<file path="config.mk">
export PLATFORM = sky130hd
export DESIGN_NAME = pc_unit
export DESIGN_NICKNAME = d
export VERILOG_FILES = /design/src/mem_pkg.sv /design/src/pc_unit.sv
export SDC_FILE = /design/constraint.sdc
export NUM_CORES = 1
export LEC_CHECK = 0
export ABC_AREA = 1
export BUFFER_PORTS_ARGS = -buffer_cell sky130_fd_sc_hd__buf_2
export CELL_PAD_IN_SITES_DETAIL_PLACEMENT = 1
export CELL_PAD_IN_SITES_GLOBAL_PLACEMENT = 1
export CORE_MARGIN = 5
export CORE_UTILIZATION = 32
export CTS_CLUSTER_SIZE = 28
export DETAILED_ROUTE_END_ITERATION = 10
export GPL_TIMING_DRIVEN = 0
export HOLD_SLACK_MARGIN = 0.03
export PLACE_DENSITY_LB_ADDON = 0.05
export SLEW_MARGIN = 20
export SYNTH_ARGS = -nofsm -noshare
export SYNTH_HDL_FRONTEND = slang
export SYNTH_SLANG_ARGS = --single-unit
</file>
<file path="constraint.sdc">
create_clock -name clk -period 1.4 [get_ports clk]
set_input_delay 0.21 -clock clk [delete_from_list [all_inputs] [get_ports clk]]
set_output_delay 0.21 -clock clk [all_outputs]
set_load 0.005 [all_outputs]
</file>
<file path="src/mem_pkg.sv">
/*
 * shared constants and types for the memory-access subsystem
 * func3 load/store codes, handler state encoding and bus widths
 * referenced by scoped name from every RTL file
 */

package mem_pkg;

    // data and address width, one word
    localparam int xlen = 32;

    // func3 field of load and store instructions
    typedef logic [2:0] func3_t;

    // signed byte, half, word
    localparam func3_t f3_b  = 3'd0;
    localparam func3_t f3_h  = 3'd1;
    localparam func3_t f3_w  = 3'd2;
    // unsigned byte and half, loads only
    localparam func3_t f3_bu = 3'd4;
    localparam func3_t f3_hu = 3'd5;

    // handler sequence per instruction step
    // fetch -> fwait -> lors -> (lwait -> (regop)) -> inc -> wait_step
    typedef enum logic [2:0] {
        inc,
        wait_step,
        fetch,
        fwait,
        lors,
        lwait,
        regop
    } hstate_t;

    // one bit per byte lane, bit 0 is the low byte
    typedef logic [3:0] byte_sel_t;

endpackage

</file>
<file path="src/pc_unit.sv">
/*
 * program counter register
 * steps by one word on advance, or takes the branch target on load
 */
`timescale 1ns/1ps

module pc_unit #(
    parameter logic [mem_pkg::xlen-1:0] reset_pc = '0
) (
    input  logic                      clk,
    input  logic                      nrst,
    input  logic                      advance,
    input  logic                      load,
    input  logic [mem_pkg::xlen-1:0]  target,
    output logic [mem_pkg::xlen-1:0]  pc
);

    // next word address
    logic [mem_pkg::xlen-1:0] pc_next_word;

    assign pc_next_word = pc + mem_pkg::xlen'(4);

    always_ff @(posedge clk, negedge nrst) begin
        if (!nrst) begin
            pc <= reset_pc;
        end else if (load) begin
            // branch target forced onto a word boundary
            pc <= {target[mem_pkg::xlen-1:2], 2'b00};
        end else if (advance) begin
            pc <= pc_next_word;
        end
    end

    // fetch address never lands inside a word, reset_pc included
    a_pc_aligned: assert property (@(posedge clk) disable iff (!nrst)
        pc[1:0] == 2'b00);

endmodule

</file>
# ---- Word level (Yosys, flattened, before mapping)
# Cells that the tools add are included.
dict set report classes {
  n_addsub 1
  multipliers 0
  n_div 0
  order_cmp 0
  n_eq_ne 0
  shift 0
  muxes 2
  bitwise 0
  reduce_logical 1
}
# cell n
set op_table {}
lappend op_table {{32-bit two-way mux} 2}
lappend op_table {{32-bit by 3-bit adder with 32-bit output (second input constant)} 1}
lappend op_table {{2-bit nonzero test} 1}
dict set report totals {
  regBits 32
  latchBits 0
  ram_bits 0
  rom_bits 0
  input_bits 36
  out_inout_bits 32
  mem_count 0
}

# ---- Logic depth before layout (Yosys ltp)
dict set report logic_depth {
  word_depth 3
  mapped_depth 9
  ltp_nobuf 9
}

# ---- Worst setup path after synthesis
# No wires, ideal clock.
dict set report synth_path {
  kind {register to register}
  from {register pc[2] (netlist name)}
  to {register pc[22] (netlist name)}
  t_arrival_ns 1.231
  required_ns 1.279
  slack_ns 0.048
  stages_incl_launch_ff 9
  n_path_buf 0
  cell_sequence {dfrtp_1 -> ha_1 -> nand2_2 -> nor2_4 -> nand2_4 -> nor2_4 -> nand3_1 -> nand3_1 -> nand2_1}
}
dict set report synth_between {
  elab_chain_cells 3
}
# item line_no
set synth_lines {}
lappend synth_lines {{start: declaration} pc_unit.sv:15} ;# output logic [mem_pkg::xlen-1:0] pc
lappend synth_lines {{start signal: assignment} pc_unit.sv:25} ;# pc <= reset_pc;
lappend synth_lines {{start signal: assignment} pc_unit.sv:28} ;# pc <= {target[mem_pkg::xlen-1:2], 2'b00};
lappend synth_lines {{start signal: assignment} pc_unit.sv:30} ;# pc <= pc_next_word;
lappend synth_lines {{32-bit by 3-bit adder with 32-bit output} pc_unit.sv:21} ;# assign pc_next_word = pc + mem_pkg::xlen'(4);
lappend synth_lines {{32-bit two-way mux} pc_unit.sv:29} ;# end else if (advance) begin
lappend synth_lines {{32-bit two-way mux} pc_unit.sv:26} ;# end else if (load) begin
# No other way between the ends. The select of a mux whose other input is x is not followed.
# A chain may end at the register's enable or synchronous reset.

# ---- Worst setup path in the final report
dict set report layout_path {
  from {register pc[2] (netlist name)}
  to {register pc[24] (netlist name)}
}
# The elaborated chain is that of the path after synthesis.

==> impl_summary.md <==
Status
The flow ran to the end, but the final reports show violations. The final reports fail on negative setup slack.

STA
The fmax is 0.672 GHz. Adding up every negative setup slack in the final design gives -0.484 ns. Across the routed clock network, the largest skew measured is 0.00315 ns.

The worst relative slew slack is 0.507. The actual transition at the worst max-transition pin is 0.740 ns. The final count of pins violating max slew is 0. Setup repair after global routing could not meet its margin everywhere. The setup violation total in the final timing report is 10. The clock period minus worst slack is 1.49 ns. The post-route clock period utilization is 1.06.

The final count of hold timing violations was 0. The final-layout worst hold slack is about 0.14 ns. The final worst-path setup slack is -0.0884 ns.

Worst hold path
In this run the most critical hold path is launched from target[3]. The class of the tightest hold or removal check is input pin to flop. The worst hold path terminates at pc[3]$_DFFE_PN0N_. The worst hold path passes through 3 cells.

Clock tree
The latest clock arrival within the worst-skew pair is 0.28 ns. The tree is rooted in a sky130_fd_sc_hd__clkbuf_8. The clock buffer count from CTS is 5. Counting along the longest clock path gives a buffer depth of 2. The clock edge transition at the registers on the reported setup and hold paths is 0.06 ns.

The clock tree from TritonCTS is done. Counting every sink on the clock net gives 30. The total number of H-tree levels is 2.

Floorplan
After floorplanning, the core was divided into 29 placement rows. For this configuration, the core starts out at a cell density of 0.333. 68 I/O pins were placed.

The height of the chip is 91.7 um. The die covers 8420 um2. The floorplan step set the die width to between 90 and 100 um.

The core region is 6420 um2.

Synthesis
The count of yosys warnings during synthesis is 0. The synthesized netlist contains 24 unique library cells. The fraction of registers with async set or reset after synthesis is 1.00. The arithmetic-cell share of the synthesized area counting full adders, half adders and majority gates is 0.00585. The fraction of synthesized cell area taken by the top area cell type is 0.351. By area the synthesized netlist is led by sky130_fd_sc_hd__dfrtp_1 35%, sky130_fd_sc_hd__nand2_1 19%, sky130_fd_sc_hd__nand3_1 9.4%. For this run, the leading register cell type out of synthesis is sky130_fd_sc_hd__dfrtp_1. The post-synthesis compound-gate area fraction was 0.116. For this run, the register share of the synthesized area comes to 0.351.

The simple-gate area share of the yosys netlist is 0.435. Counting flops with a built-in enable in the synthesized netlist gives 0. Summed over all instances, the cell type with the most area after synthesis is sky130_fd_sc_hd__dfrtp_1.

The synthesized flop and latch total is 30. The post-synthesis cell count is 311. Of the total synthesized cell area, the portion taken by XOR and XNOR cells is 0.0205. Dividing the synthesized area by the synthesized cell count gives 6.88 um2. The netlist area before placement is 2140 um2.

Measured against the total synthesized area, the mux share comes to 0. The combinational family with the most area after synthesis is simple AND/OR/NAND/NOR gates.

Cells and area
The number of standard cells in the final layout excluding fillers is 472. In the final layout, the share of cells above drive strength 1 is 0.347. The net count reported at finish is 432. In the final layout, the registers with the most flip-flops are pc (30). The layout-stage area growth over the synthesis result is 32.8%. The register with the most flip-flops in the layout has 30 of them. Ranked by flip-flop count, first place goes to pc. The number of antenna diodes in the final layout is 0.

Drt
The count of nets left with antenna violations once routing finished came out at 0. The detailed router placed 2327 vias in this run. In the routed layout, each cell is associated on average with a via count of 4.93. The first routing iteration left between 60 and 70 violations.

After detailed routing, the number of remaining DRC violations is 0. The first TritonRoute pass finished after 4 iterations. Summed over all layers, the routed wires come to 7.40 mm.

Dividing the detail-routed wire length by the instance count gives 15.7 um.

Placement
The number of placed instances, taps included, is 452. The estimated wirelength of the detail-placed design is 5.52 mm. The count of buffers added on input and output ports is 63. The weighted congestion reported at the end of routability-driven placement is 0.778. The pre-CTS setup slack is -0.171 ns.

Critical path
Walking the worst path, the cells encountered are ha_2 > nand2_2 > nor2_4 > buf_4 > nand2_4 > nor2_4 > nand3_1 > nand3_1 > nand2_1. For the worst setup path, the data required time is 1.57 ns. STA classifies the critical path endpoint as a flop. The critical path startpoint category is a flop. The worst register-to-register path begins at pc[2]$_DFFE_PN0N_. The slowest stage of the critical path is the sky130_fd_sc_hd__dfrtp_1 cell.

In this run the worst path has a maximum fanout of 4. The number of cell instances on the worst register-to-register path is 9. The launch point of the worst path is pc[2]$_DFFE_PN0N_. The internal reg-to-reg setup slack is -0.09 ns.

The largest single stage delay on the critical path is 0.36 ns. The type of the setup path with the least slack is flop to flop. In this run the critical register-to-register path is captured at pc[24]$_DFFE_PN0N_. The critical path arrival is 1.66 ns.

Global routing
The total track usage is 0.183. The pin count of the biggest net entering global routing is 31. The total overflow left after global routing is 0. The number of global-route vias before repair was 2458. The initial antenna violation count was 0. The first global-routing pass estimated 12.4 mm of wire.

Power
The switching power of the nets is 0.799 mW. The worst-case IR drop observed on VDD is ~0.00038 V. The leakage component of the power is between 1 and 1.5 nW. Summing internal, switching and leakage power gives 2.36 mW.

The power density normalized to cell area is 833 nW/um2. The share of total power dissipated in sequential elements is 0.469. The share of total power dissipated in the clock network is 0.288.

The internal power of the cells is 1.57 mW. The share of total power dissipated in combinational logic is 0.242. Of the total power, the share spent switching nets is 0.338.

Run
The tool flagged a number of max-cap violations equal to 0.
[through the flow]
stage,cell area [um2],utilization
2_1_floorplan,2140,-
3_3_place_gp,2550,0.398
3_5_place_dp,2550,0.398
4_1_cts,2710,0.422
5_1_grt,2840,0.442
6_report,2840,0.442
[cells in the final DEF (no fill, tap or decap)]
cell type                         n
sky130_fd_sc_hd__o21ai_1          5
sky130_fd_sc_hd__inv_1           23
sky130_fd_sc_hd__dfrtp_2         13
sky130_fd_sc_hd__clkbuf_1         5
sky130_fd_sc_hd__o21ai_0          2
sky130_fd_sc_hd__and2_1           2
sky130_fd_sc_hd__buf_4           14
sky130_fd_sc_hd__nand3_2          7
sky130_fd_sc_hd__clkbuf_8         5
sky130_fd_sc_hd__o211ai_1         2
sky130_fd_sc_hd__nor2_2           7
sky130_fd_sc_hd__a22oi_1         18
sky130_fd_sc_hd__nand2_4          4
sky130_fd_sc_hd__nor2_1          26
sky130_fd_sc_hd__dlygate4sd3_1    1
sky130_fd_sc_hd__nand2_2          6
sky130_fd_sc_hd__nand3b_1         2
sky130_fd_sc_hd__nor2_4          11
sky130_fd_sc_hd__conb_1           2
sky130_fd_sc_hd__o21bai_1         7
sky130_fd_sc_hd__dfrtp_1         17
sky130_fd_sc_hd__xor2_2           1
sky130_fd_sc_hd__a21oi_1          2
sky130_fd_sc_hd__buf_2           66
sky130_fd_sc_hd__buf_6            2
sky130_fd_sc_hd__xor2_1           4
sky130_fd_sc_hd__nand2_1        107
sky130_fd_sc_hd__ha_2             1
sky130_fd_sc_hd__nand3_1         33
[synthesized netlist by cell type, drive strengths merged (2+ instances only)]
cell type and number:
o21bai 7, inv 23, nand2 117, o21ai 7
clkbuf 3, dfrtp 30, nor2 44, xor2 5
nand3 40, o211ai 2, buf 7, a22oi 18
nand3b 2, and2 2, a21oi 2
[worst max-delay path, delay by kind of cell, from the launching register on]
kind,cells,cell delay [ns]
AND/OR/NAND/NOR,7,0.67
adder cells (fa/ha/maj),1,0.20
buffers and inverters,1,0.15
flip-flops,1,0.36
[layout make-up]
class,instances,area [um2]
fillers,868,3580
multi-input cells,249,1330
flip-flops and latches,30,767
repair buffers,76,415
well taps,77,96.3
inverters,23,86.3
clock buffers,7,76.3
plain buffers,10,63.8
[layer usage]
layer	global-route usage	up-vias	wire length, um
met5	0	-	0
met4	0.0408	0	112
met3	0.0417	9	332
met2	0.296	48	3350
met1	0.249	1097	3600
li1	-	1173	-
[cell families (layout without fill, tap and decap cells)]
logic type / after synthesis / in the layout
AOI/OAI and AO/OA: 36 / 36
xor gates and xnor gates: 5 / 5
adders and majority gates: 1 / 1
buffers and inverters: 33 / 116
DFF: 30 / 30
other: 1 / 2
and+or+nand+nor: 205 / 205
[power by group through the flow]
stage | Clock, mW | Combinational (mW) | Sequential [mW]
after floorplan | 0 | 0.279 | 1.09
after global routing | 0.745 | 0.648 | 1.13
after CTS | 0.716 | 0.559 | 1.10
final | 0.682 | 0.573 | 1.11
after global placement | 0 | 0.506 | 1.12
after detailed placement | 0 | 0.519 | 1.12
[worst max-delay path by stage]
stage / endpoint
after detailed placement: pc[18]$_DFFE_PN0N_
final: pc[24]$_DFFE_PN0N_
after CTS: pc[28]$_DFFE_PN0N_
after floorplan: pc[22]$_DFFE_PN0N_
after global routing: pc[26]$_DFFE_PN0N_
after global placement: pc[24]$_DFFE_PN0N_
[what timing repair did]
action,in CTS,in global routing
hold buffers,1,0
pin swaps,7,11
endpoints found under the hold margin,30,0
setup endpoints to repair,14,22
buffers inserted,5,7
resized for setup,11,26
(Power assumes the default switching activity.)
