==> src/mem_pkg.sv <==
/*
 * shared constants and types for the memory-access subsystem
 * func3 load/store codes, handler state encoding and bus widths
 * referenced by scoped name from every RTL file
 */

package mem_pkg;

    // data and address width, one word
    localparam int xlen = 32;

    // func3 field of load and store instructions
    typedef logic [2:0] func3_t;

    // signed byte, half, word
    localparam func3_t f3_b  = 3'd0;
    localparam func3_t f3_h  = 3'd1;
    localparam func3_t f3_w  = 3'd2;
    // unsigned byte and half, loads only
    localparam func3_t f3_bu = 3'd4;
    localparam func3_t f3_hu = 3'd5;

    // handler sequence per instruction step
    // fetch -> fwait -> lors -> (lwait -> (regop)) -> inc -> wait_step
    typedef enum logic [2:0] {
        inc,
        wait_step,
        fetch,
        fwait,
        lors,
        lwait,
        regop
    } hstate_t;

    // one bit per byte lane, bit 0 is the low byte
    typedef logic [3:0] byte_sel_t;

endpackage

==> src/store_align.sv <==
/*
 * store formatter for SB, SH and SW
 * replicates the store data into byte lanes and builds the byte selects,
 * registered on capture so both are ready with the write request
 */
`timescale 1ns/1ps

module store_align (
    input  logic                      clk,
    input  logic                      nrst,
    input  logic                      capture,
    input  mem_pkg::func3_t           func3,
    input  logic [1:0]                byte_offset,
    input  logic [mem_pkg::xlen-1:0]  store_data,
    output logic [mem_pkg::xlen-1:0]  bus_wdata,
    output mem_pkg::byte_sel_t        bus_sel
);

    // lane selects, cleared at reset
    always_ff @(posedge clk, negedge nrst) begin
        if (!nrst) begin
            bus_sel <= '0;
        end else if (capture) begin
            case (func3)
                mem_pkg::f3_b: bus_sel <= 4'b0001 << byte_offset;
                // half lands in the low or high pair
                mem_pkg::f3_h: bus_sel <= byte_offset[1] ? 4'b1100 : 4'b0011;
                mem_pkg::f3_w: bus_sel <= 4'b1111;
                // not a store width, nothing written
                default:       bus_sel <= 4'b0000;
            endcase
        end
    end

    // lane data, every lane carries a copy
    always_ff @(posedge clk) begin
        if (capture) begin
            case (func3)
                mem_pkg::f3_b: bus_wdata <= {4{store_data[7:0]}};
                mem_pkg::f3_h: bus_wdata <= {2{store_data[15:0]}};
                default:       bus_wdata <= store_data;
            endcase
        end
    end

endmodule

==> config.mk <==
export PLATFORM = sky130hd
export DESIGN_NAME = store_align
export DESIGN_NICKNAME = d
export VERILOG_FILES = /design/src/mem_pkg.sv /design/src/store_align.sv
export SDC_FILE = /design/constraint.sdc
export NUM_CORES = 1
export LEC_CHECK = 0
export BUFFER_PORTS_ARGS = -buffer_cell sky130_fd_sc_hd__buf_2
export CORE_MARGIN = 3
export CORE_UTILIZATION = 40
export CTS_CLUSTER_DIAMETER = 120
export CTS_CLUSTER_SIZE = 12
export DETAILED_ROUTE_END_ITERATION = 8
export PLACE_DENSITY_LB_ADDON = 0.1
export SETUP_SLACK_MARGIN = 0.15
export SLEW_MARGIN = 20
export SYNTH_ARGS = -nofsm -noshare
export SYNTH_HDL_FRONTEND = slang
export SYNTH_SLANG_ARGS = --single-unit
==> constraint.sdc <==
create_clock -name clk -period 0.8 [get_ports clk]
set_input_delay 0.2 -clock clk [delete_from_list [all_inputs] [get_ports clk]]
set_output_delay 0.2 -clock clk [all_outputs]
set_load 0.1 [all_outputs]
* Word level (Yosys, flattened, before mapping) *
Index checks and enable logic that the tools add are counted.

word-level totals
  flip-flop bits (word level) = 36
  input port bits = 40

operators by class
  equal/unequal tests = 2
  shifts and indexed selects = 1
  multiplexer cells = 3
  reduce and logical (&&, ||, !) cells = 1

operators with widths
  cell                   count
  $pmux W32 S2           1
  $pmux W4 S3            1
  $mux W4                1
  $shl A1 B2 Y4 const A  1
  $eq A3 B1 Y1 const B   1
  $eq A3 B2 Y1 const B   1
  $logic_not A3 Y1       1

* Longest topological paths before layout *
Gate-level depths: netlist (run 1).

  word-level depth = 2
  depth in mapped cells = 5

* Least setup slack after synthesis (run 1) *
Ideal clock, no wire load.

  path kind = input -> register
  start point = input func3[1]
  end point = register bus_wdata[10] (netlist bit) (data pin)
  library setup time = 0.260 ns
  data arrival time = 1.000 ns
  slack = -0.460 ns
  stages on the path = 3
  path buffers = 1
  path through = buf_6 > nor3_4 > mux2_2

on the way
  cells in the longest elaborated chain, start to end = 2

RTL lines
  what                                                     RTL line           text
  from (decl)                                              store_align.sv:12  input mem_pkg::func3_t func3,
  $eq A3 B1 Y1 / $logic_not A3 Y1 (equally long branches)  store_align.sv:38  case (func3)
  $pmux W32 S2 (*)                                         store_align.sv:38
  to (signal assigned)                                     store_align.sv:39  mem_pkg::f3_b: bus_wdata <= {4{store_data[7:0]}};
  to (signal assigned)                                     store_align.sv:40  mem_pkg::f3_h: bus_wdata <= {2{store_data[15:0]}};
  to (signal assigned)                                     store_align.sv:41  default: bus_wdata <= store_data;
  to (decl)                                                store_align.sv:15  output logic [mem_pkg::xlen-1:0] bus_wdata,

Every way passes the cells marked *; elsewhere a longest branch is shown, timed or not.
A chain may end at the register's enable or synchronous reset.

* Worst setup path in the final report (run 1) *
  start point = register bus_sel[3]
  end point = output bus_sel[3]

RTL lines
  what                    RTL line           text
  from (decl)             store_align.sv:16  output mem_pkg::byte_sel_t bus_sel
  from (signal assigned)  store_align.sv:25  mem_pkg::f3_b: bus_sel <= 4'b0001 << byte_offset;
  from (signal assigned)  store_align.sv:27  mem_pkg::f3_h: bus_sel <= byte_offset[1] ? 4'b1100 : 4'b0011;

No word-level cell between the ends.

==> flow_metrics.env, run 1 <==
export IMPL_overflow=0
export IMPL_grt_usage_pct=21.66
export IMPL_period_share_pct=143.4
export IMPL_diodes=0
export IMPL_vias=1297
export IMPL_grt_pass1_wl_um=7100
export IMPL_power_leakage_nw=1.321
export IMPL_cp_slowest_stage_delay_ns=0.49
export IMPL_rr_endpoint="bus_sel[0]"
export IMPL_worst_slew_pin_slew_ns=0.2398
export IMPL_syn_inst=99
export IMPL_rsz0062_at_grt="true"
export IMPL_hp_class="in -> reg"
export IMPL_htree_levels=2
export IMPL_hold_violations=0
export IMPL_worst_setup_path_type="reg -> out"
export IMPL_grt_max_degree=22
export IMPL_status="finished with violations"
export IMPL_synth_top_area_share_pct=62.59
export IMPL_area_delta_synth_final_pct=104.7
export IMPL_ys_seq_elements=36
export IMPL_io_pins=76
export IMPL_clk_pin_slew_ns=0.07
export IMPL_cts_buffers=5
export IMPL_wl_per_cell_um=20.23
export IMPL_worst_path_buf_inv=1
export IMPL_cts_tree="done"
export IMPL_max_cap_violations=0
export IMPL_rows=21
export IMPL_die_area_mm2=0.004617
export IMPL_min_delay_path_depth=1
export IMPL_layoutNonFillerInstCount=253
export IMPL_antenna_found_initial=0
export IMPL_drt_pass1_iter_count=4
export IMPL_placed_cells=227
export IMPL_holdPathEnd="bus_wdata[7]"
export IMPL_drc=0
export IMPL_regToRegSetupSlack_ns=-0.18
export IMPL_core_mm2=0.003521
export IMPL_portBuffers=75
export IMPL_cp_cell_sequence="buf_12"
export IMPL_synth_cell_type_count=17
export IMPL_cp_required_ns=0.60
export IMPL_cts_sinks=36
export IMPL_syn_num_nets=139
export IMPL_final_antenna_net_count=0
export IMPL_cp_end_kind="primary output"
export IMPL_syn_area_mm2=0.001535
export IMPL_cp_max_fo=2
export IMPL_reg2reg_depth=4
export IMPL_drv_slew=0
export IMPL_root_buffer="clkbuf_8"
export IMPL_viasPerCell=5.126
export IMPL_drive_gt1_share_pct=75.36
export IMPL_initial_core_util_pct=43.60
export IMPL_slowest_stage="dfrtp_4"
export IMPL_fin_worst_skew_ns=0
export IMPL_hpwlAfterDp_um=3234
export IMPL_die_height_um=67.95
export IMPL_dp_slack_ns=-0.5024
export IMPL_hp_start="store_data[7]"
export IMPL_first_iter_violations=83
export IMPL_setup_viol=64
export IMPL_ir_worst_vdd_uv=1451
export IMPL_crit_family="flip-flops"
export IMPL_r2r_start="bus_sel[0]"
export IMPL_violations="negative setup slack"
export IMPL_final_nets=246
export IMPL_slew_headroom_pct=84.02
export IMPL_cts_buffer_depth=2
export IMPL_dieWidth_um=67.95
export IMPL_hold_ws_ns=0.1534
export IMPL_routed_wl_um=5119
export IMPL_worst_setup_path_start_kind="flop"
export IMPL_synth_avg_cell_area_um2=15.51
export IMPL_finalWorstSetupSlack_ns=-0.3471
export IMPL_final_util_pct=89.27
export IMPL_cp_arrival_ns=0.95
export IMPL_yosys_warnings=0
export IMPL_powerDensity_mw_per_mm2=2004
export IMPL_synth_area_top_cells="edfxtp_1 63%, mux2_2 12%, dfrtp_1 6.5%, mux2i_1 5.2%, a21oi_1 3.9%"
export IMPL_grt_pass1_vias=1389
export IMPL_gp_congestion=0.7541
export IMPL_period_needed_ns=1.147
export IMPL_clk_latency_ns=0.28
export IMPL_max_freq_mhz=871.7
export IMPL_yosysSeqAreaShare_pct=69.11
export IMPL_yosysTopAreaCell="edfxtp_1"
==> metal layers <==
layer  track usage (%)  vias to the layer above  share of wire, %
met5                 0                        -                 0
met4             6.452                        0               1.8
met3             5.747                        9               5.9
met2             41.40                       58                55
met1             22.89                      644                37
li1                  -                      586                 -
==> Yosys cell counts <==
| library cell | count |
|---|---|
| inv_1 | 5 |
| nor3_4 | 1 |
| nand2_1 | 1 |
| a21oi_1 | 12 |
| buf_2 | 2 |
| mux2_2 | 16 |
| nand3b_1 | 1 |
| buf_6 | 1 |
| nor2_4 | 1 |
| edfxtp_1 | 32 |
| nand2b_1 | 1 |
| dfrtp_1 | 4 |
| nor2_1 | 8 |
| mux2i_1 | 8 |
| buf_4 | 1 |
| or2_2 | 1 |
| o22ai_1 | 4 |
==> logic make-up after synthesis <==
kind of cell           share of synthesized area, %
muxes                                         16.95
AOI/OAI and AO/OA                             5.542
DFF                                           69.11
buffers and inverters                         3.097
and+or+nand+nor                               5.298
==> registers in the layout, indices dropped and copies added (netlist names) <==
signal     flops
bus_sel        4
bus_wdata     32
==> per-stage QoR <==
stage	total power [W]	instance area (um2)	TNS (ns)
finish	0.006297	3143	-14.28
global route	0.006463	3143	-15.75
CTS	0.006174	3010	-13.18
detailed placement	0.004815	2654	-15.15
global placement	0.004769	2654	-14.23
floorplan	0.003779	1587	-17.44
==> power breakdown <==
group	internal [W]	total, W	switching, W	leakage (nW)
Combinational	0.00106	0.00266	0.00160	0.919
Sequential	0.00226	0.00241	0.000153	0.359
Clock	0.000611	0.00122	0.000613	0.0422
==> cell type report <==
cell class	instances	area (um2)
timing repair buffer	104	1301
sequential	36	1076
multi-input combinational	54	608.1
fill	130	377.9
clock buffer	7	76.32
tap	46	57.56
inverter	5	18.77
clock inverter	1	5.005
==> how the worst max path moves through the flow <==
stage                           from            end  depth (start not counted)
after global placement      func3[2]   bus_wdata[9]                          4
after global routing      bus_sel[1]     bus_sel[1]                          1
after CTS                 bus_sel[0]     bus_sel[0]                          1
after detailed placement    func3[2]  bus_wdata[13]                          4
final                     bus_sel[3]     bus_sel[3]                          1
after floorplan             func3[1]  bus_wdata[10]                          3
==> layout by cell type, fill, tap and decap left out, drive strengths merged <==
| cell | count |
|---|---|
| nor2 | 9 |
| nand3b | 1 |
| buf | 103 |
| nor3 | 1 |
| edfxtp | 32 |
| a21oi | 12 |
| clkinv | 1 |
| or2 | 1 |
| mux2i | 8 |
| dlygate4sd3 | 1 |
| o22ai | 4 |
| nand2b | 1 |
| mux2 | 16 |
| dfrtp | 4 |
| inv | 5 |
| clkbuf | 7 |
| nand2 | 1 |
==> timing repair <==
item                       4_1_cts  5_1_grt
gates resized for setup         38       20
hold endpoints to repair         4        0
pin swaps                        4       10
cloned                           1        0
hold buffers                     1        0
setup endpoints to repair       64       64
setup buffers                   11        5
Power figures use the tool's default switching activity.
==> run 2, diff against run 1 <==
Settings changed: BUFFER_PORTS_ARGS -buffer_cell sky130_fd_sc_hd__buf_2 to not set, CAP_MARGIN set to 20, CORE_UTILIZATION 40 to 50, DONT_BUFFER_PORTS set to 1.
Clock period 0.8 ns to 1.2 ns, I/O delays scaled along.
==> run 2 against run 1 <==
Effect of this change: the run still ends with negative setup slack left; sequential power decreased by 30%; design area decreased by 25%; total power decreased by 42%; die area decreased by 18%; wire length decreased by 36%; via count decreased by 24%; clock skew unchanged; setup slack improved by 0.27 ns; final cell count decreased by 32%; clock-buffer cell count increased by 1; critical path type unchanged; critical endpoint is now bus_wdata[25]; largest cell class is now registers.
==> flow_metrics.env, run 2 (synthesis results as in run 1) <==
export IMPL_status="finished with violations"
export IMPL_violations="negative setup slack"
export IMPL_clk_pin_slew_ns=0.11
export IMPL_grt_pass1_wl_um=4843
export IMPL_vias=987
export IMPL_grt_usage_pct=18.78
export IMPL_cts_buffer_depth=2
export IMPL_netSwitchingPower_w=0.001368
export IMPL_rows=19
export IMPL_antenna_found_initial=0
export IMPL_core_mm2=0.002829
export IMPL_dieWidth_um=61.41
export IMPL_min_delay_path_depth=0
export IMPL_cp_max_fo=1
export IMPL_cp_slowest_stage_delay_ns=0.45
export IMPL_drc=0
export IMPL_regToRegSetupSlack_ns=0.25
export IMPL_largestRegisters="bus_wdata: 32 flops, bus_sel: 4 flops"
export IMPL_reg2reg_depth=2
export IMPL_gp_congestion=0.6791
export IMPL_dpl_cell_area_mm2=0.002272
export IMPL_hold_violations=0
export IMPL_cts_tree="done"
export IMPL_p_clk_share_pct=18.5
export IMPL_largest_reg_flops=32
export IMPL_grt_pass1_vias=976
export IMPL_power_frac_comb_pct=34.9
export IMPL_area_delta_synth_final_pct=53.14
export IMPL_ir_worst_vdd_uv=1377
export IMPL_drv_slew=0
export IMPL_power_frac_seq_pct=46.6
export IMPL_final_nets=179
export IMPL_cp_arrival_ns=0.98
export IMPL_overflow=0
export IMPL_worst_setup_path_type="reg -> out"
export IMPL_swShare_pct=37.75
export IMPL_cp_end_kind="primary output"
export IMPL_crit_cells=1
export IMPL_max_cap_violations=0
export IMPL_viasPerCell=5.772
export IMPL_routed_wl_um=3277
export IMPL_hp_class="in -> reg"
export IMPL_cp_cell_sequence="buf_12"
export IMPL_cts_setup_buffers=0
export IMPL_die_area_mm2=0.003771
export IMPL_worst_path_buf_inv=1
export IMPL_die_height_um=61.41
export IMPL_rsz0062_at_grt="true"
export IMPL_clk_latency_ns=0.33
export IMPL_first_iter_violations=22
export IMPL_initial_core_util_pct=54.27
export IMPL_slew_headroom_pct=79.54
export IMPL_hpwlAfterDp_um=2504
export IMPL_p_int_w=0.002256
export IMPL_drt_pass1_iter_count=4
export IMPL_fin_worst_skew_ns=0
export IMPL_cts_buffers=5
export IMPL_powerDensity_mw_per_mm2=1541
export IMPL_drive_gt1_share_pct=46.43
export IMPL_hold_ws_ns=0.05110
export IMPL_crit_family="flip-flops"
export IMPL_period_share_pct=106.4
export IMPL_power_leakage_nw=0.9276
export IMPL_cts_sinks=36
export IMPL_slowest_stage="edfxtp_1"
export IMPL_max_freq_mhz=783.2
export IMPL_setup_viol=36
export IMPL_worst_setup_path_start_kind="flop"
export IMPL_wl_per_cell_um=19.16
export IMPL_portBuffers=0
export IMPL_cp_required_ns=0.90
export IMPL_root_buffer="clkbuf_4"
export IMPL_final_antenna_net_count=0
export IMPL_fin_area_mm2=0.002351
export IMPL_grt_max_degree=38
export IMPL_diodes=0
export IMPL_final_common_cell="buf_12"
export IMPL_io_pins=76
export IMPL_largest_register="bus_wdata"
export IMPL_finalWorstSetupSlack_ns=-0.07681
export IMPL_final_cell_mix="34 x buf_12, 32 x edfxtp_1, 12 x a21oi_1, 9 x mux2_2"
export IMPL_worst_slew_pin_slew_ns=0.3069
export IMPL_period_needed_ns=1.277
export IMPL_htree_levels=2
run 2: power by group through the flow:
stage / Combinational (W) / Sequential [W] / Clock [W]
2_1_floorplan: 0.000147 / 0.00236 / 0
3_3_place_gp: 0.00126 / 0.00171 / 0
3_5_place_dp: 0.00127 / 0.00171 / 0
4_1_cts: 0.00127 / 0.00169 / 0.000680
5_1_grt: 0.00130 / 0.00170 / 0.000734
6_report: 0.00126 / 0.00169 / 0.000669
run 2: area by class of cell:
class	count	area, um2
clock buffer	8	58.81
tap	31	38.79
multi-input combinational	54	452.9
timing repair buffer	37	705.7
sequential	36	1076
inverter	5	18.77
fill	135	478.0
run 2: timing repair:
action | in CTS | in global routing
endpoints found under the hold margin | 4 | 0
hold buffers | 1 | 0
gates resized for setup | 4 | 0
cloned | 0 | 0
endpoints found under the setup margin | 36 | 36
run 2: path summary, 6_finish.rpt:
kind                                from       endpoint
setup / recovery           bus_wdata[25]  bus_wdata[25]
hold / removal             store_data[0]   bus_wdata[0]
setup reg to reg              bus_sel[1]     bus_sel[1]
hold reg to reg               bus_sel[0]     bus_sel[0]
max in group asynchronous           nrst     bus_sel[2]
min in group asynchronous           nrst     bus_sel[1]
run 2: per-stage QoR:
| step | util [%] | std cells | setup TNS [ns] | setup slack, ns | power, W |
|---|---|---|---|---|---|
| floorplan | - | 99 | -1.248 | -0.09352 | 0.002508 |
| global placement | 80.32 | 162 | -0.09397 | -0.01428 | 0.002964 |
| detailed placement | 80.32 | 162 | -0.2217 | -0.03561 | 0.002982 |
| CTS | 83.10 | 171 | -2.511 | -0.09843 | 0.003647 |
| global route | 83.10 | 171 | -3.324 | -0.1173 | 0.003732 |
| finish | 83.10 | 171 | -1.944 | -0.07681 | 0.003624 |
run 2: per-layer routing:
metal | track usage, % | up-vias | routed length [um]
li1 | - | 448 | -
met1 | 21.00 | 483 | 1186
met2 | 31.27 | 51 | 1723
met3 | 8.805 | 5 | 322
met4 | 7.273 | 0 | 44
met5 | 0 | - | 0
==> run 3, diff against run 2 <==
--- a/constraint.sdc
+++ b/constraint.sdc
@@ -3,2 +3,2 @@
 set_output_delay 0.3 -clock clk [all_outputs]
-set_load 0.1 [all_outputs]
+set_load 0.02 [all_outputs]
==> run 3 against run 2 <==
Effect of this change: the run now ends clean; first-iteration DRC count unchanged; sequential share of layout area increased by 17 points; hold slack better by 0.0059 ns; design area shrank 28%; final cell count fell by 18%; non-clock buffer count fell by 31; critical endpoint is now bus_wdata[12]; largest cell class unchanged.
==> flow_metrics.env, run 3 (synthesis results as in run 1) <==
export IMPL_cts_buffer_depth=2
export IMPL_vias=827
export IMPL_drive_gt1_share_pct=32.11
export IMPL_first_iter_violations=22
export IMPL_rows=19
export IMPL_grt_pass1_wl_um=3946
export IMPL_worst_setup_path_type="reg -> out"
export IMPL_final_common_cell="edfxtp_1"
export IMPL_fill_cells=224
export IMPL_status="complete, no violations"
export IMPL_hp_start="store_data[4]"
export IMPL_rsz0062_at_grt="true"
export IMPL_wl_per_cell_um=19.94
export IMPL_clk_latency_ns=0.32
export IMPL_die_height_um=61.41
export IMPL_min_delay_path_depth=0
export IMPL_worst_slew_pin_slew_ns=0.2318
export IMPL_drt_pass1_iter_count=4
export IMPL_largestRegisters="bus_wdata: 32 flops, bus_sel: 4 flops"
export IMPL_root_buffer="clkbuf_4"
export IMPL_final_util_pct=59.66
export IMPL_cp_end_kind="primary output"
export IMPL_r2r_start="bus_sel[1]"
export IMPL_antenna_found_initial=0
export IMPL_rr_endpoint="bus_sel[1]"
export IMPL_gp_congestion=0.6938
export IMPL_routed_wl_um=2791
export IMPL_hp_class="in -> reg"
export IMPL_cp_arrival_ns=0.84
export IMPL_power_leakage_nw=0.6288
export IMPL_fin_worst_skew_ns=0
export IMPL_area_delta_synth_final_pct=9.943
export IMPL_period_needed_ns=1.143
export IMPL_max_cap_violations=0
export IMPL_dieWidth_um=61.41
export IMPL_die_area_mm2=0.003771
export IMPL_ir_worst_vdd_uv=871.2
export IMPL_drc=0
export IMPL_core_mm2=0.002829
export IMPL_cts_buffers=5
export IMPL_cts_sinks=36
export IMPL_portBuffers=0
export IMPL_initial_core_util_pct=54.27
export IMPL_hold_violations=0
export IMPL_setup_viol=0
export IMPL_grt_usage_pct=15.39
export IMPL_regToRegSetupSlack_ns=0.47
export IMPL_grt_max_degree=38
export IMPL_reg2reg_depth=2
export IMPL_overflow=0
export IMPL_final_cell_mix="32 x edfxtp_1, 12 x a21oi_1, 9 x mux2_2, 8 x mux2i_1, 8 x nor2_1"
export IMPL_period_share_pct=95.25
export IMPL_largest_register="bus_wdata"
export IMPL_cp_required_ns=0.90
export IMPL_htree_levels=2
export IMPL_drv_slew=0
export IMPL_cts_setup_buffers=0
export IMPL_final_antenna_net_count=0
export IMPL_largest_reg_flops=32
export IMPL_io_pins=76
export IMPL_slew_headroom_pct=84.58
export IMPL_final_nets=148
export IMPL_max_freq_mhz=874.9
export IMPL_hold_ws_ns=0.05703
export IMPL_powerDensity_mw_per_mm2=1449
export IMPL_holdPathEnd="bus_wdata[4]"
export IMPL_grt_pass1_vias=785
export IMPL_viasPerCell=5.907
export IMPL_worst_setup_path_start_kind="flop"
export IMPL_clk_pin_slew_ns=0.11
export IMPL_diodes=0
export IMPL_cts_tree="done"
export IMPL_cp_max_fo=1
export IMPL_hpwlAfterDp_um=1979
run 3: cell count changes in the layout (fill, tap and decap cells not counted), sizes merged:
cell | previous run | this run
clkinv | 0 | 3
buf | 36 | 5
clkbuf | 8 | 5
run 3: area by class of cell:
cell class                      count  area [um2]  area share, %
Multi-Input combinational cell     54       452.9          26.83
Clock buffer                        5       37.54          2.224
Inverter                            5       18.77          1.112
Tap cell                           31       38.79          2.298
Clock inverter                      3       13.76         0.8154
Sequential cell                    36        1066          63.16
Timing Repair Buffer                6       60.06          3.558
run 3: worst max path at each step:
stage,from,to,slack [ns],cells after the start
detailed placement,func3[2],bus_wdata[12],-0.06,3
CTS,bus_wdata[12],bus_wdata[12],0.04,0
finish,bus_wdata[12],bus_wdata[12],0.06,0
global route,bus_wdata[12],bus_wdata[12],0.01,0
floorplan,func3[1],bus_wdata[10],-0.09,3
global placement,func3[2],bus_wdata[8],-0.03,3
run 3: timing repair:
action | CTS | global route
hold buffers | 1 | 0
hold endpoints to repair | 4 | 0
pin swaps | 0 | 0
resized for setup | 4 | 0
endpoints found under the setup margin | 36 | 36
run 3: stage by stage:
stage	setup TNS [ns]	setup WS, ns	instances	power (W)	area [um2]
CTS	0	0.03700	140	0.002474	1688
global route	0	0.01439	140	0.002555	1688
floorplan	-1.119	-0.09352	99	0.001845	1569
global placement	-0.2489	-0.03238	131	0.001874	1622
detailed placement	-0.3500	-0.05648	131	0.001878	1622
finish	0	0.05703	140	0.002446	1688
run 3: power breakdown:
part | internal, W | switching (W)
clock network | 0.000215 | 0.000378
logic | 0.000103 | 0.0000623
registers | 0.00150 | 0.000183
run 3: layer usage:
| layer | share of wire [%] | vias up | track usage [%] |
|---|---|---|---|
| met5 | 0 | - | 0 |
| met4 | 1.5 | 0 | 6.364 |
| met3 | 13 | 7 | 9.853 |
| met2 | 50 | 47 | 25.08 |
| met1 | 36 | 386 | 15.80 |
| li1 | - | 387 | - |
