<file path="config.mk">
export PLATFORM = sky130hd
export DESIGN_NAME = load_extend
export DESIGN_NICKNAME = d
export VERILOG_FILES = /design/src/mem_pkg.sv /design/src/load_extend.sv
export SDC_FILE = /design/constraint.sdc
export NUM_CORES = 1
export LEC_CHECK = 0
export ABC_AREA = 1
export ABC_CLOCK_PERIOD_IN_PS = 1300
export BUFFER_PORTS_ARGS = -buffer_cell sky130_fd_sc_hd__buf_4
export CAP_MARGIN = 20
export CORE_ASPECT_RATIO = 0.7
export CORE_UTILIZATION = 44
export DETAILED_ROUTE_END_ITERATION = 10
export GPL_ROUTABILITY_DRIVEN = 0
export PLACE_DENSITY_LB_ADDON = 0.05
export SYNTH_ARGS = -nofsm -noshare
export SYNTH_HDL_FRONTEND = slang
export SYNTH_SLANG_ARGS = --single-unit
</file>
<file path="constraint.sdc">
create_clock -name vclk -period 1.3
set_input_delay 0.065 -clock vclk [all_inputs]
set_output_delay 0.065 -clock vclk [all_outputs]
set_load 0.02 [all_outputs]
</file>
<file path="src/mem_pkg.sv">
/*
 * shared constants and types for the memory-access subsystem
 * func3 load/store codes, handler state encoding and bus widths
 * referenced by scoped name from every RTL file
 */

package mem_pkg;

    // data and address width, one word
    localparam int xlen = 32;

    // func3 field of load and store instructions
    typedef logic [2:0] func3_t;

    // signed byte, half, word
    localparam func3_t f3_b  = 3'd0;
    localparam func3_t f3_h  = 3'd1;
    localparam func3_t f3_w  = 3'd2;
    // unsigned byte and half, loads only
    localparam func3_t f3_bu = 3'd4;
    localparam func3_t f3_hu = 3'd5;

    // handler sequence per instruction step
    // fetch -> fwait -> lors -> (lwait -> (regop)) -> inc -> wait_step
    typedef enum logic [2:0] {
        inc,
        wait_step,
        fetch,
        fwait,
        lors,
        lwait,
        regop
    } hstate_t;

    // one bit per byte lane, bit 0 is the low byte
    typedef logic [3:0] byte_sel_t;

endpackage

</file>
<file path="src/load_extend.sv">
/*
 * load data extraction for LB, LH, LW, LBU and LHU
 * picks the addressed byte or half from the read word and extends it,
 * purely combinational, the handler registers the result
 */
`timescale 1ns/1ps

module load_extend (
    input  mem_pkg::func3_t           func3,
    input  logic [1:0]                byte_offset,
    input  logic [mem_pkg::xlen-1:0]  rdata,
    output logic [mem_pkg::xlen-1:0]  ext_data
);

    logic [7:0]  lane_byte;
    logic [15:0] lane_half;

    // byte by full offset
    assign lane_byte = rdata[8*byte_offset +: 8];

    // half by offset bit 1, bit 0 ignored
    assign lane_half = byte_offset[1] ? rdata[31:16] : rdata[15:0];

    always_comb begin
        case (func3)
            mem_pkg::f3_b: begin
                ext_data = {{24{lane_byte[7]}}, lane_byte};
            end
            mem_pkg::f3_h: begin
                ext_data = {{16{lane_half[15]}}, lane_half};
            end
            mem_pkg::f3_bu: begin
                ext_data = {24'b0, lane_byte};
            end
            mem_pkg::f3_hu: begin
                ext_data = {16'b0, lane_half};
            end
            default: begin
                // word, unchanged
                ext_data = rdata;
            end
        endcase
    end

endmodule

</file>
Word-level counts from Yosys, hierarchy flattened
Index checks and enable logic that the tools add are counted.
W data, S select, Z words.
Storage, ports and cells
  flip-flop bits (word level): 0
  logic and storage cells: 7
Operators by class
  eq/ne operators: 3
  shifts and indexed selects: 1
  muxes and demuxes: 2
  reduce and logical (&&, ||, !) cells: 1
Operator list (number)
  $pmux W32 S4: 1
  $shiftx A32 B6 Y8: 1
  $mux W16: 1
  $eq A3 B3 Y1 const B: 2
  $eq A3 B1 Y1 const B: 1
  $logic_not A3 Y1: 1

Depth between registers and ports, before layout
Gate-level depths: netlist (run 1).
  depth in word-level cells: 2
  depth in mapped cells: 9

Worst setup path before layout (run 1)
No wires, ideal clock.
  path type: input -> output
  start: in byte_offset[0]
  end: out ext_data[11] (netlist bit)
  data arrival time: 0.843 ns
  data required time: 1.235 ns
  setup slack: 0.392 ns
  cell stages on the path: 7
  path buffers: 2
  cell sequence: buf_6 > inv_1 > nand3_2 > nand2_2 > nand2_2 > buf_6 > nand2_1
Between the ends
  longest elaborated chain between the ends: 2
Ends and longest elaborated chain
  from (decl): RTL line load_extend.sv:10  | input logic [1:0] byte_offset,
  $shiftx A32 B6 Y8: RTL line load_extend.sv:19  | assign lane_byte = rdata[8*byte_offset +: 8];
  $pmux W32 S4: RTL line load_extend.sv:25  | case (func3)
  to (decl): RTL line load_extend.sv:12  | output logic [mem_pkg::xlen-1:0] ext_data
Every way passes these cells.

Worst setup path in the final report (run 1)
  start: in byte_offset[1]
  end: out ext_data[26] (netlist bit)
Between the ends
  longest elaborated chain between the ends: 2
Ends and longest elaborated chain (RTL line)
  $shiftx A32 B6 Y8 / $mux W16 (equally long branches): load_extend.sv:19, load_extend.sv:22
  $pmux W32 S4 (*): load_extend.sv:25
Every way passes the cells marked *; elsewhere a longest branch is shown, timed or not.

==> reports/qor.log, run 1 <==
[clock_tree] cts repair resizes 0
[run_status] outcome completed
[floorplanning] placement row count 14
[sta] RSZ-0062 raised after global routing no
[floorplanning] horizontal die dimension 60.5 µm
[clock_tree] buffer count from post-CTS setup fixing 0
[power] power density cells 437 mW/mm²
[cells_and_area] sequential cell area 0 µm²
[floorplanning] ports placed on the boundary 69
[synthesis] register area share after synthesis 0
[route] via-per-instance ratio 4.85
[sta] Worst Tran Pin Value 0.278 ns
[cells_and_area] most frequent cells in the layout nand2_1, buf_4, nand3_1
[setup_path] Arrival @ worst endpoint 1.15 ns
[min_path] worst min-delay path class input port to output pin
[synthesis] combined area of all synthesized cells 0.00105 mm²
[synthesis] Yosys warning count 0
[cells_and_area] area occupied by multi-input gates 845 µm²
[route] vias after detailed routing 1406
[sta] number of max-slew violations in the final report 0
[job] MaxCap Viol Count 0
[synthesis] post-synth top area cell nand2_1
[global_route] global-route wire length before repair 4.93 mm
[placement] total of buffers placed on input and output ports 69
[sta] part of the cycle the worst path needs 0.934
[setup_path] classification of the worst setup path input port to output pin
[global_route] number of global-route vias before repair 1180
[cells_and_area] # nets final 297
[synthesis] Distinct cells, synth 22
[route] Detail Route Antenna Nets 0
[route] Iter 0 DRT Violations 79
[cells_and_area] fillcell total 222
[power] worst vdd rail ir drop 0.222 mV
[synthesis] Area contributors post-synth nand2_1, nand3_2, nand3_1
[route] number of design rule violations left after detail routing 0
[floorplanning] full die area 0.00260 mm²
[cells_and_area] flip-flop and latch count 0
[floorplanning] starting density of the core 0.478
[power] leakage component of the power 1.02 nW
[sta] Setup Viol. Count Final 0
[setup_path] nature of the critical path startpoint input port
[floorplanning] vertical die dimension 43.0 µm
[cells_and_area] clock buf count 0
[synthesis] Post-Syn Area per Cell 5.44 µm²
[clock_tree] Hold Buf Count CTS 0
[route] DRT Pass-1 Iters 4
[route] wire length reported by the detailed router 3.02 mm
[global_route] GRT Util Overall 0.235
[setup_path] critical path capture point type output pin
[synthesis] area share of the largest cell type after synthesis 0.292
[global_route] total grt overflow 0
[route] Wirelength per Cell 10.4 µm
[setup_path] largest driver fanout on the critical path 17
[setup_path] required time worst endpoint 1.24 ns
[cells_and_area] fraction of final layout cells sized beyond drive strength 1 0.426
[sta] total count of hold-check failures in the final report 0
[global_route] number of antenna violations at the first check in global routing 0
[sta] Final TNS setup 0 ns
[sta] time the final worst path needs with I/O delays and setup 1.21 ns
[synthesis] Net Count, Synth 231
[cells_and_area] count of inserted antenna diode cells 0
[cells_and_area] leading cell type in the layout, fill and taps excluded nand2_1
[cells_and_area] area growth from synthesis to final layout 47.7%
[sta] achievable clock frequency 823 MHz
[placement] Setup WS pre-CTS 0.0983 ns
[synthesis] Mapped Cells 194
[placement] post-DP HPWL 2.46 mm
[floorplanning] area of the core 0.00221 mm²
[sta] worst relative slew slack 0.813
[sta] post-route worst setup slack 0.0855 ns
[global_route] largest net degree at the start of global routing 18
## per-stage QoR
step                 util  std cells  hold slack (ns)  total power (W)  instance area [µm²]
floorplan               -        194            0.290         0.000412                 1050
global placement    0.706        290            0.461         0.000678                 1560
detailed placement  0.706        290            0.462         0.000681                 1560
CTS                 0.706        290            0.462         0.000683                 1560
global route        0.706        290            0.478         0.000741                 1560
finish              0.706        290            0.460         0.000681                 1560
## cell usage after synthesis
master	number
nand2_1	82
nor2_1	7
buf_8	1
nand3_2	15
or2_2	4
nor3_2	1
nand3_1	27
nor2_8	1
a22oi_1	7
nor3_1	1
nand2_2	7
inv_2	1
buf_4	1
inv_8	1
o21a_1	1
inv_1	20
nand2_4	2
or2_1	3
buf_6	8
clkbuf_1	2
and2_4	1
nor2_4	1
## power by group
group	internal, W	switching, W	total, W
sequential	0	0	0
combinational	0.000309	0.000372	0.000681
clock	0	0	0
total	0.000309	0.000372	0.000681
## routing by layer
metal  vias up  GRT usage  wire length, µm
li1        744          -                -
met1       602      0.354             1450
met2        58      0.380             1310
met3         2    0.00915              246
met4         0     0.0182               24
met5         -          0                0
## critical path: stages
cell     delay [ns]
buf_4          0.18
inv_8          0.13
nand2_2        0.08
nand3_2        0.07
nand2_2        0.06
nand2_2        0.06
buf_4          0.25
nand3_2        0.09
buf_4          0.17
## layout make-up
type               instances  area share
multi-input cells        160       0.542
repair buffers            76       0.374
well taps                 32      0.0257
inverters                 22      0.0578
## worst paths after layout
kind,from,to,cells past startpoint
setup / recovery,byte_offset[1],ext_data[26],9
hold / removal,rdata[22],ext_data[22],4
## cell families (layout without fill, tap and decap cells)
logic type	after synthesis	count (layout)	synth area share
AOI/OAI and AO/OA	8	8	0.0569
and+or+nand+nor	152	152	0.744
buffers and inverters	34	98	0.199
(Power assumes the default switching activity.)
==> inputs of run 2 (changes only) <==
- ABC_AREA: 1 -> not set
- CORE_ASPECT_RATIO: 0.7 -> not set
- CORE_UTILIZATION: 44 -> 43
==> run 2 against run 1 <==
The run now fails in 5_1_grt. Area after synthesis is 28% lower. Synthesized cell count down 39%.
==> reports/qor.log, run 2 <==
[sta] grt repair worst endpoint ext_data[8]
[synthesis] top post-synthesis cells by count nand2_1, nand3_1, mux2i_1, nand3b_1
[clock_tree] buffer count from post-CTS setup fixing 0 [unchanged]
[synthesis] Mapped Cells 118 [-39%]
[synthesis] adder-cell share of the synthesized area 0 [unchanged]
[run_status] first error [ERROR DPL-0033] detailed placement checks failed during check placement.
[run_status] outcome stopped before the end
[synthesis] Net Count, Synth 155 [-33%]
[synthesis] post-synth top area cell mux2i_1
[placement] post-DP HPWL 2.29 mm [-7.0%]
[synthesis] combined area of all synthesized cells 761 µm² [-28%]
[floorplanning] horizontal die dimension 44.1 µm [-27%]
[synthesis] register area share after synthesis 0 [unchanged]
[synthesis] leading cell type by number of instances after synthesis nand2_1
[synthesis] Post-Synth XOR/XNOR Area 0 [unchanged]
[synthesis] complex-gate fraction of the synthesized area 0.252 [+0.195]
[global_route] number of antenna violations at the first check in global routing 0
[floorplanning] vertical die dimension 44.1 µm [+2.5%]
[global_route] largest net degree at the start of global routing 17
[floorplanning] ports placed on the boundary 69 [unchanged]
[synthesis] post-synthesis simple-gate area fraction 0.408 [-0.336]
[synthesis] area share of the largest cell type after synthesis 0.171 [-0.121]
[synthesis] Yosys warning count 0 [unchanged]
[run_status] stage where the run ended 5_1_grt
[synthesis] Post-Syn Area per Cell 6.45 µm² [+19%]
[synthesis] mux contribution to synthesized area 0.230 [+0.230]
[placement] total of buffers placed on input and output ports 69 [unchanged]
[clock_tree] Hold Buf Count CTS 0 [unchanged]
[floorplanning] placement row count 14 [unchanged]
[floorplanning] starting density of the core 0.483 [+0.00465]
[synthesis] Distinct cells, synth 23 [+4.5%]
[sta] type of pin the worst path ends at output port
[synthesis] combinational family with the most area after synthesis simple AND/OR/NAND/NOR gates
[synthesis] Area contributors post-synth mux2i_1, nand2_1, nand3_1
[run 2: what timing repair did]
item | CTS
setup endpoints to repair | 6
gates cloned | 0
resized for setup | 5
[run 2: logic make-up after synthesis]
| logic type | count (synthesis) |
|---|---|
| AO/OA/AOI/OAI | 27 |
| buffers and inverters | 15 |
| multiplexers | 16 |
| AND/OR/NAND/NOR | 60 |
[run 2: per-stage QoR]
step / hold WS (ns) / worst slack [ns] / utilization / cells / instance area (µm²)
floorplan: 0.316 / 0.0808 / - / 118 / 761
global placement: 0.434 / 0.0183 / 0.838 / 202 / 1320
detailed placement: 0.437 / -0.0195 / 0.838 / 202 / 1320
CTS: 0.441 / -0.0109 / 0.850 / 202 / 1340
==> inputs of run 3 (changes only) <==
- CORE_AREA: not set -> 2 2 63 65
- CORE_UTILIZATION: 43 -> not set
- DIE_AREA: not set -> 0 0 65 67
- PLACE_DENSITY_LB_ADDON: 0.05 -> 0.15
==> run 3 against run 2 <==
The flow now finishes, with violations (negative setup slack). Area after synthesis did not move. Synthesized cell count did not move.
==> reports/qor.log, run 3 <==
[route] DRT Pass-1 Iters 4
[global_route] number of global-route vias before repair 1027
[power] power density cells 446 mW/mm²
[synthesis] Yosys warning count 0 [unchanged]
[cells_and_area] sequential cell area 0 µm²
[global_route] GR Layer Usage met1 0.188
[sta] time the final worst path needs with I/O delays and setup 1.30 ns
[global_route] largest net degree at the start of global routing 28
[floorplanning] vertical die dimension 67 µm [+52%]
[synthesis] Area contributors post-synth mux2i_1, nand2_1, nand3_1
[sta] worst hold slack after final layout 0.444 ns
[power] switching component of the power 0.000327 W
[power] internal power of the cells 0.000333 W
[setup_path] largest driver fanout on the critical path 8
[cells_and_area] count of inserted antenna diode cells 0
[setup_path] classification of the worst setup path input port to output pin
[sta] number of max-slew violations in the final report 0
[floorplanning] area of the core 0.00361 mm²
[global_route] global-route wire length before repair 4.86 mm
[cells_and_area] area occupied by multi-input gates 689 µm²
[global_route] GR Util met2 0.255
[synthesis] leading cell type by number of instances after synthesis nand2_1
[sta] Worst Tran Pin Value 0.312 ns
[synthesis] register area share after synthesis 0 [unchanged]
[route] Iter 0 DRT Violations 33
[cells_and_area] most frequent cells in the layout buf_4, nand2_1, nand3_1
[placement] post-DP HPWL 2.62 mm [+15%]
[setup_path] nature of the critical path startpoint input port
[synthesis] top post-synthesis cells by count nand2_1, nand3_1, mux2i_1, nand3b_1
[sta] worst relative slew slack 0.792
[global_route] met3 Track Usage GR 0.00507
[power] leakage component of the power 0.793 nW
[floorplanning] ports placed on the boundary 69 [unchanged]
[run_status] outcome finished with violations
[floorplanning] starting density of the core 0.211 [-0.272]
[global_route] GRT Util Overall 0.138
[cells_and_area] clock buf count 0
[synthesis] combined area of all synthesized cells 761 µm² [unchanged]
[sta] Final TNS setup -0.00407 ns
[cells_and_area] fillcell total 385
[min_path] worst min-delay path class input port to output pin
[setup_path] critical path capture point type output pin
[floorplanning] full die area 0.00436 mm²
[sta] post-route worst setup slack -0.00407 ns
[global_route] number of antenna violations at the first check in global routing 0
[sta] total count of hold-check failures in the final report 0
[sta] achievable clock frequency 767 MHz
[run_status] failing checks negative setup slack
[route] via-per-instance ratio 4.68
[sta] Setup Viol. Count Final 1
[route] vias after detailed routing 1110
[placement] Setup WS pre-CTS -0.0265 ns [-0.00702 ns]
[sta] part of the cycle the worst path needs 1.00
[placement] total of buffers placed on input and output ports 69 [unchanged]
[power] Clk network pwr share 0
[global_route] total grt overflow 0
[global_route] GRT busiest layer met2
[power] PnR Total Power 0.000660 W
[synthesis] post-synthesis simple-gate area fraction 0.408 [unchanged]
[synthesis] Net Count, Synth 155 [unchanged]
[synthesis] Post-Synth XOR/XNOR Area 0 [unchanged]
[cells_and_area] leading cell type in the layout, fill and taps excluded buf_4
[synthesis] Post-Syn Area per Cell 6.45 µm² [unchanged]
[synthesis] combinational family with the most area after synthesis simple AND/OR/NAND/NOR gates
[synthesis] complex-gate fraction of the synthesized area 0.252 [unchanged]
[cells_and_area] area growth from synthesis to final layout 94.6%
[cells_and_area] # nets final 228
[power] switching power as a share of total power 0.495
[synthesis] Mapped Cells 118 [unchanged]
[synthesis] post-synth top area cell mux2i_1
[synthesis] Distinct cells, synth 23 [unchanged]
[cells_and_area] flip-flop and latch count 0
[synthesis] area share of the largest cell type after synthesis 0.171 [unchanged]
[synthesis] mux contribution to synthesized area 0.230 [unchanged]
[setup_path] Arrival @ worst endpoint 1.24 ns
[route] number of design rule violations left after detail routing 0
[floorplanning] placement row count 22 [+8]
[route] wire length reported by the detailed router 3.22 mm
[cells_and_area] fraction of final layout cells sized beyond drive strength 1 0.466
[power] power share of the combinational group 1.000
[sta] RSZ-0062 raised after global routing yes
[route] Detail Route Antenna Nets 0
[synthesis] adder-cell share of the synthesized area 0 [unchanged]
[power] worst vdd rail ir drop 0.131 mV
[job] MaxCap Viol Count 0
[setup_path] required time worst endpoint 1.24 ns
[route] Wirelength per Cell 13.6 µm
[clock_tree] Hold Buf Count CTS 0 [unchanged]
[floorplanning] horizontal die dimension 65 µm [+48%]
[power] sequential share of power 0
[run 3: cell counts after synthesis]
No cell type changed its count.
[run 3: worst max-delay path, cell delays in order]
cell,delay [ns]
buf_4,0.12
mux4_2,0.50
nand3_4,0.15
buf_12,0.13
o211ai_1,0.09
buf_4,0.18
[run 3: timing repair]
action	4_1_cts	5_1_grt
buffers inserted	0	0
cloned	0	1
endpoints found under the hold margin	0	0
setup endpoints to repair	5	23
gates resized for setup	2	11
[run 3: power groups by stage]
stage | Combinational [W] | Clock [W] | Sequential, W
CTS | 0.000643 | 0 | 0
global route | 0.000705 | 0 | 0
finish | 0.000660 | 0 | 0
global placement | 0.000636 | 0 | 0
detailed placement | 0.000638 | 0 | 0
floorplan | 0.000332 | 0 | 0
[run 3: metal layers]
| layer | share of wire | wire, µm |
|---|---|---|
| met1 | 0.45 | 1450 |
| met2 | 0.51 | 1650 |
| met3 | 0.038 | 124 |
| met4 | 0 | 0 |
| met5 | 0 | 0 |
[run 3: stage by stage]
step                      cell area [µm²]  std cells   util
after floorplan                       761        118      -
after global placement               1400        236  0.389
after global routing                 1480        237  0.410
after CTS                            1410        236  0.392
after detailed placement             1400        236  0.389
final                                1480        237  0.410
[run 3: area by class of cell]
| class | instances | area share |
|---|---|---|
| multi-input cells | 103 | 0.466 |
| repair buffers | 83 | 0.486 |
| well taps | 48 | 0.0406 |
| inverters | 3 | 0.00761 |
[run 3: worst paths after layout]
kind | start | end | cells after the start
worst max-delay path | rdata[7] | ext_data[12] | 6
worst min-delay path | rdata[2] | ext_data[2] | 3
[run 3: logic make-up (layout without fill, tap and decap cells)]
logic type | count (synthesis) | in the layout
AO/OA/AOI/OAI | 27 | 27
buffers and inverters | 15 | 86
multiplexers | 16 | 16
AND/OR/NAND/NOR | 60 | 60
==> inputs of run 4 (changes only) <==
- CELL_PAD_IN_SITES_DETAIL_PLACEMENT: not set -> 0
- CELL_PAD_IN_SITES_GLOBAL_PLACEMENT: not set -> 1
==> run 4 against run 3 <==
The run now ends clean. Core utilization shrank 0.90 points. Critical path depth unchanged. Sequential cell count unchanged. Wire length up 3.1%. First-iteration DRC count up 9.1%. Setup slack better by 0.019 ns. Combinational power decreased by 2%. Largest power group unchanged. Non-clock buffer count increased by 3. Power decreased by 1.6%. Critical path type unchanged. Fmax increased by 1.5%. Global-route usage grew 0.50 points. Sequential share of layout area unchanged. Highest routed layer unchanged.
==> reports/qor.log, run 4 (synthesized netlist as in run 3, its figures left out) <==
[cells_and_area] sequential cell area 0 µm² [unchanged]
[setup_path] critical path capture point type output pin
[global_route] GRT busiest layer met2
[sta] time the final worst path needs with I/O delays and setup 1.29 ns [-0.0188 ns]
[sta] RSZ-0062 raised after global routing yes
[global_route] number of antenna violations at the first check in global routing 0 [unchanged]
[global_route] largest net degree at the start of global routing 15 [-46%]
[cells_and_area] flip-flop and latch count 0 [unchanged]
[cells_and_area] final design utilization 0.401 [-0.00902]
[floorplanning] area of the core 0.00361 mm² [unchanged]
[setup_path] Arrival @ worst endpoint 1.22 ns [-0.02 ns]
[min_path] worst min-delay path class input port to output pin
[run_status] outcome completed
[floorplanning] full die area 0.00436 mm² [unchanged]
[cells_and_area] # nets final 231 [+1.3%]
[placement] number of cells in the design after placement 238 [+0.85%]
[global_route] GR Util met2 0.271 [+0.0155]
[min_path] endpoint of the worst hold path ext_data[5]
[setup_path] largest driver fanout on the critical path 8 [unchanged]
[cells_and_area] filler-free cell count of the finished design 240 [+1.3%]
[cells_and_area] fraction of final layout cells sized beyond drive strength 1 0.479 [+0.0136]
[sta] Final TNS setup 0 ns [+0.00407 ns]
[global_route] total grt overflow 0 [unchanged]
[floorplanning] placement row count 22 [unchanged]
[job] MaxCap Viol Count 0 [unchanged]
[sta] total count of hold-check failures in the final report 0 [unchanged]
[cells_and_area] fillcell total 413 [+7.3%]
[min_path] hold_sp rdata[5]
[power] leakage component of the power 0.782 nW [-1.4%]
[floorplanning] vertical die dimension 67 µm [unchanged]
[cells_and_area] area growth from synthesis to final layout 90.3%
[setup_path] classification of the worst setup path input port to output pin
[sta] number of max-slew violations in the final report 0 [unchanged]
[global_route] GR Layer Usage met1 0.191 [+0.00301]
[cells_and_area] count of inserted antenna diode cells 0 [unchanged]
[global_route] GRT Util Overall 0.143 [+0.00498]
[route] Detail Route Antenna Nets 0 [unchanged]
[setup_path] nature of the critical path startpoint input port
[global_route] global-route wire length before repair 5.03 mm [+3.6%]
[setup_path] required time worst endpoint 1.24 ns [about the same]
[placement] post-DP HPWL 2.72 mm [+3.7%]
[floorplanning] horizontal die dimension 65 µm [unchanged]
[sta] Worst Tran Pin Value 0.329 ns [+0.0170 ns]
[cells_and_area] leading cell type in the layout, fill and taps excluded buf_4
[floorplanning] starting density of the core 0.211 [unchanged]
[cells_and_area] clock buf count 0 [unchanged]
[route] Iter 0 DRT Violations 36 [+9.1%]
[power] power density cells 449 mW/mm² [+0.65%]
[route] number of design rule violations left after detail routing 0 [unchanged]
[placement] total of buffers placed on input and output ports 69 [unchanged]
[floorplanning] ports placed on the boundary 69 [unchanged]
[route] Wirelength per Cell 13.9 µm [+1.8%]
[route] vias after detailed routing 1139 [+2.6%]
[sta] worst relative slew slack 0.780 [-0.0113]
[clock_tree] Hold Buf Count CTS 0 [unchanged]
[power] worst vdd rail ir drop 0.154 mV [+18%]
[cells_and_area] most frequent cells in the layout buf_4, nand2_1, nand3_1
[route] DRT Pass-1 Iters 4 [unchanged]
[route] wire length reported by the detailed router 3.33 mm [+3.1%]
[sta] Setup Viol. Count Final 0 [-1]
[sta] part of the cycle the worst path needs 0.989 [-0.0145]
[sta] worst hold slack after final layout 0.441 ns [-0.00301 ns]
[min_path] Min-Delay Path Depth 3 [unchanged]
[sta] achievable clock frequency 778 MHz [+1.5%]
[global_route] met3 Track Usage GR 0.00338 [-0.00169]
[route] via-per-instance ratio 4.75 [+1.3%]
[global_route] number of global-route vias before repair 1039 [+1.2%]
## run 4: worst max-delay path by stage
stage / cells after the start / to / slack (ns) / from
6_report: 6 / ext_data[12] / 0.01 / byte_offset[1]
5_1_grt: 6 / ext_data[12] / -0.02 / byte_offset[1]
4_1_cts: 6 / ext_data[11] / -0.02 / byte_offset[1]
3_5_place_dp: 6 / ext_data[12] / -0.02 / byte_offset[1]
3_3_place_gp: 7 / ext_data[31] / -0.002 / byte_offset[1]
2_1_floorplan: 5 / ext_data[11] / 0.08 / byte_offset[1]
## run 4: cell type report
| type | instances | area (µm²) | area share |
|---|---|---|---|
| Multi-Input combinational cell | 103 | 689 | 0.476 |
| Timing Repair Buffer | 86 | 687 | 0.475 |
| Tap cell | 48 | 60.1 | 0.0415 |
| Inverter | 3 | 11.3 | 0.00778 |
## run 4: critical path, cell delays in order
cell	delay [ns]
buf_8	0.08
mux4_2	0.54
nand3_4	0.13
buf_6	0.13
o211ai_1	0.09
buf_4	0.17
## run 4: repair_timing
| action | in CTS | in global routing |
|---|---|---|
| buffers inserted | 0 | 2 |
| gates resized for setup | 1 | 13 |
| endpoints found under the setup margin | 10 | 24 |
| gates cloned | 0 | 0 |
| pin swaps | 0 | 1 |
## run 4: report_power, final
group | switching (W) | internal (W)
Sequential | 0 | 0
Combinational | 0.000327 | 0.000323
Clock | 0 | 0
## run 4: metrics by stage
stage	total power (W)	instance area (µm²)	setup slack, ns
after detailed placement	0.000632	1380	-0.0235
after global routing	0.000696	1450	-0.0196
after global placement	0.000629	1380	-0.00156
after CTS	0.000635	1380	-0.0178
after floorplan	0.000332	761	0.0808
final	0.000650	1450	0.0147
## run 4: metal layers
layer,vias up,share of wire
met5,-,0
met4,0,0
met3,0,0.038
met2,29,0.52
met1,535,0.44
li1,575,-
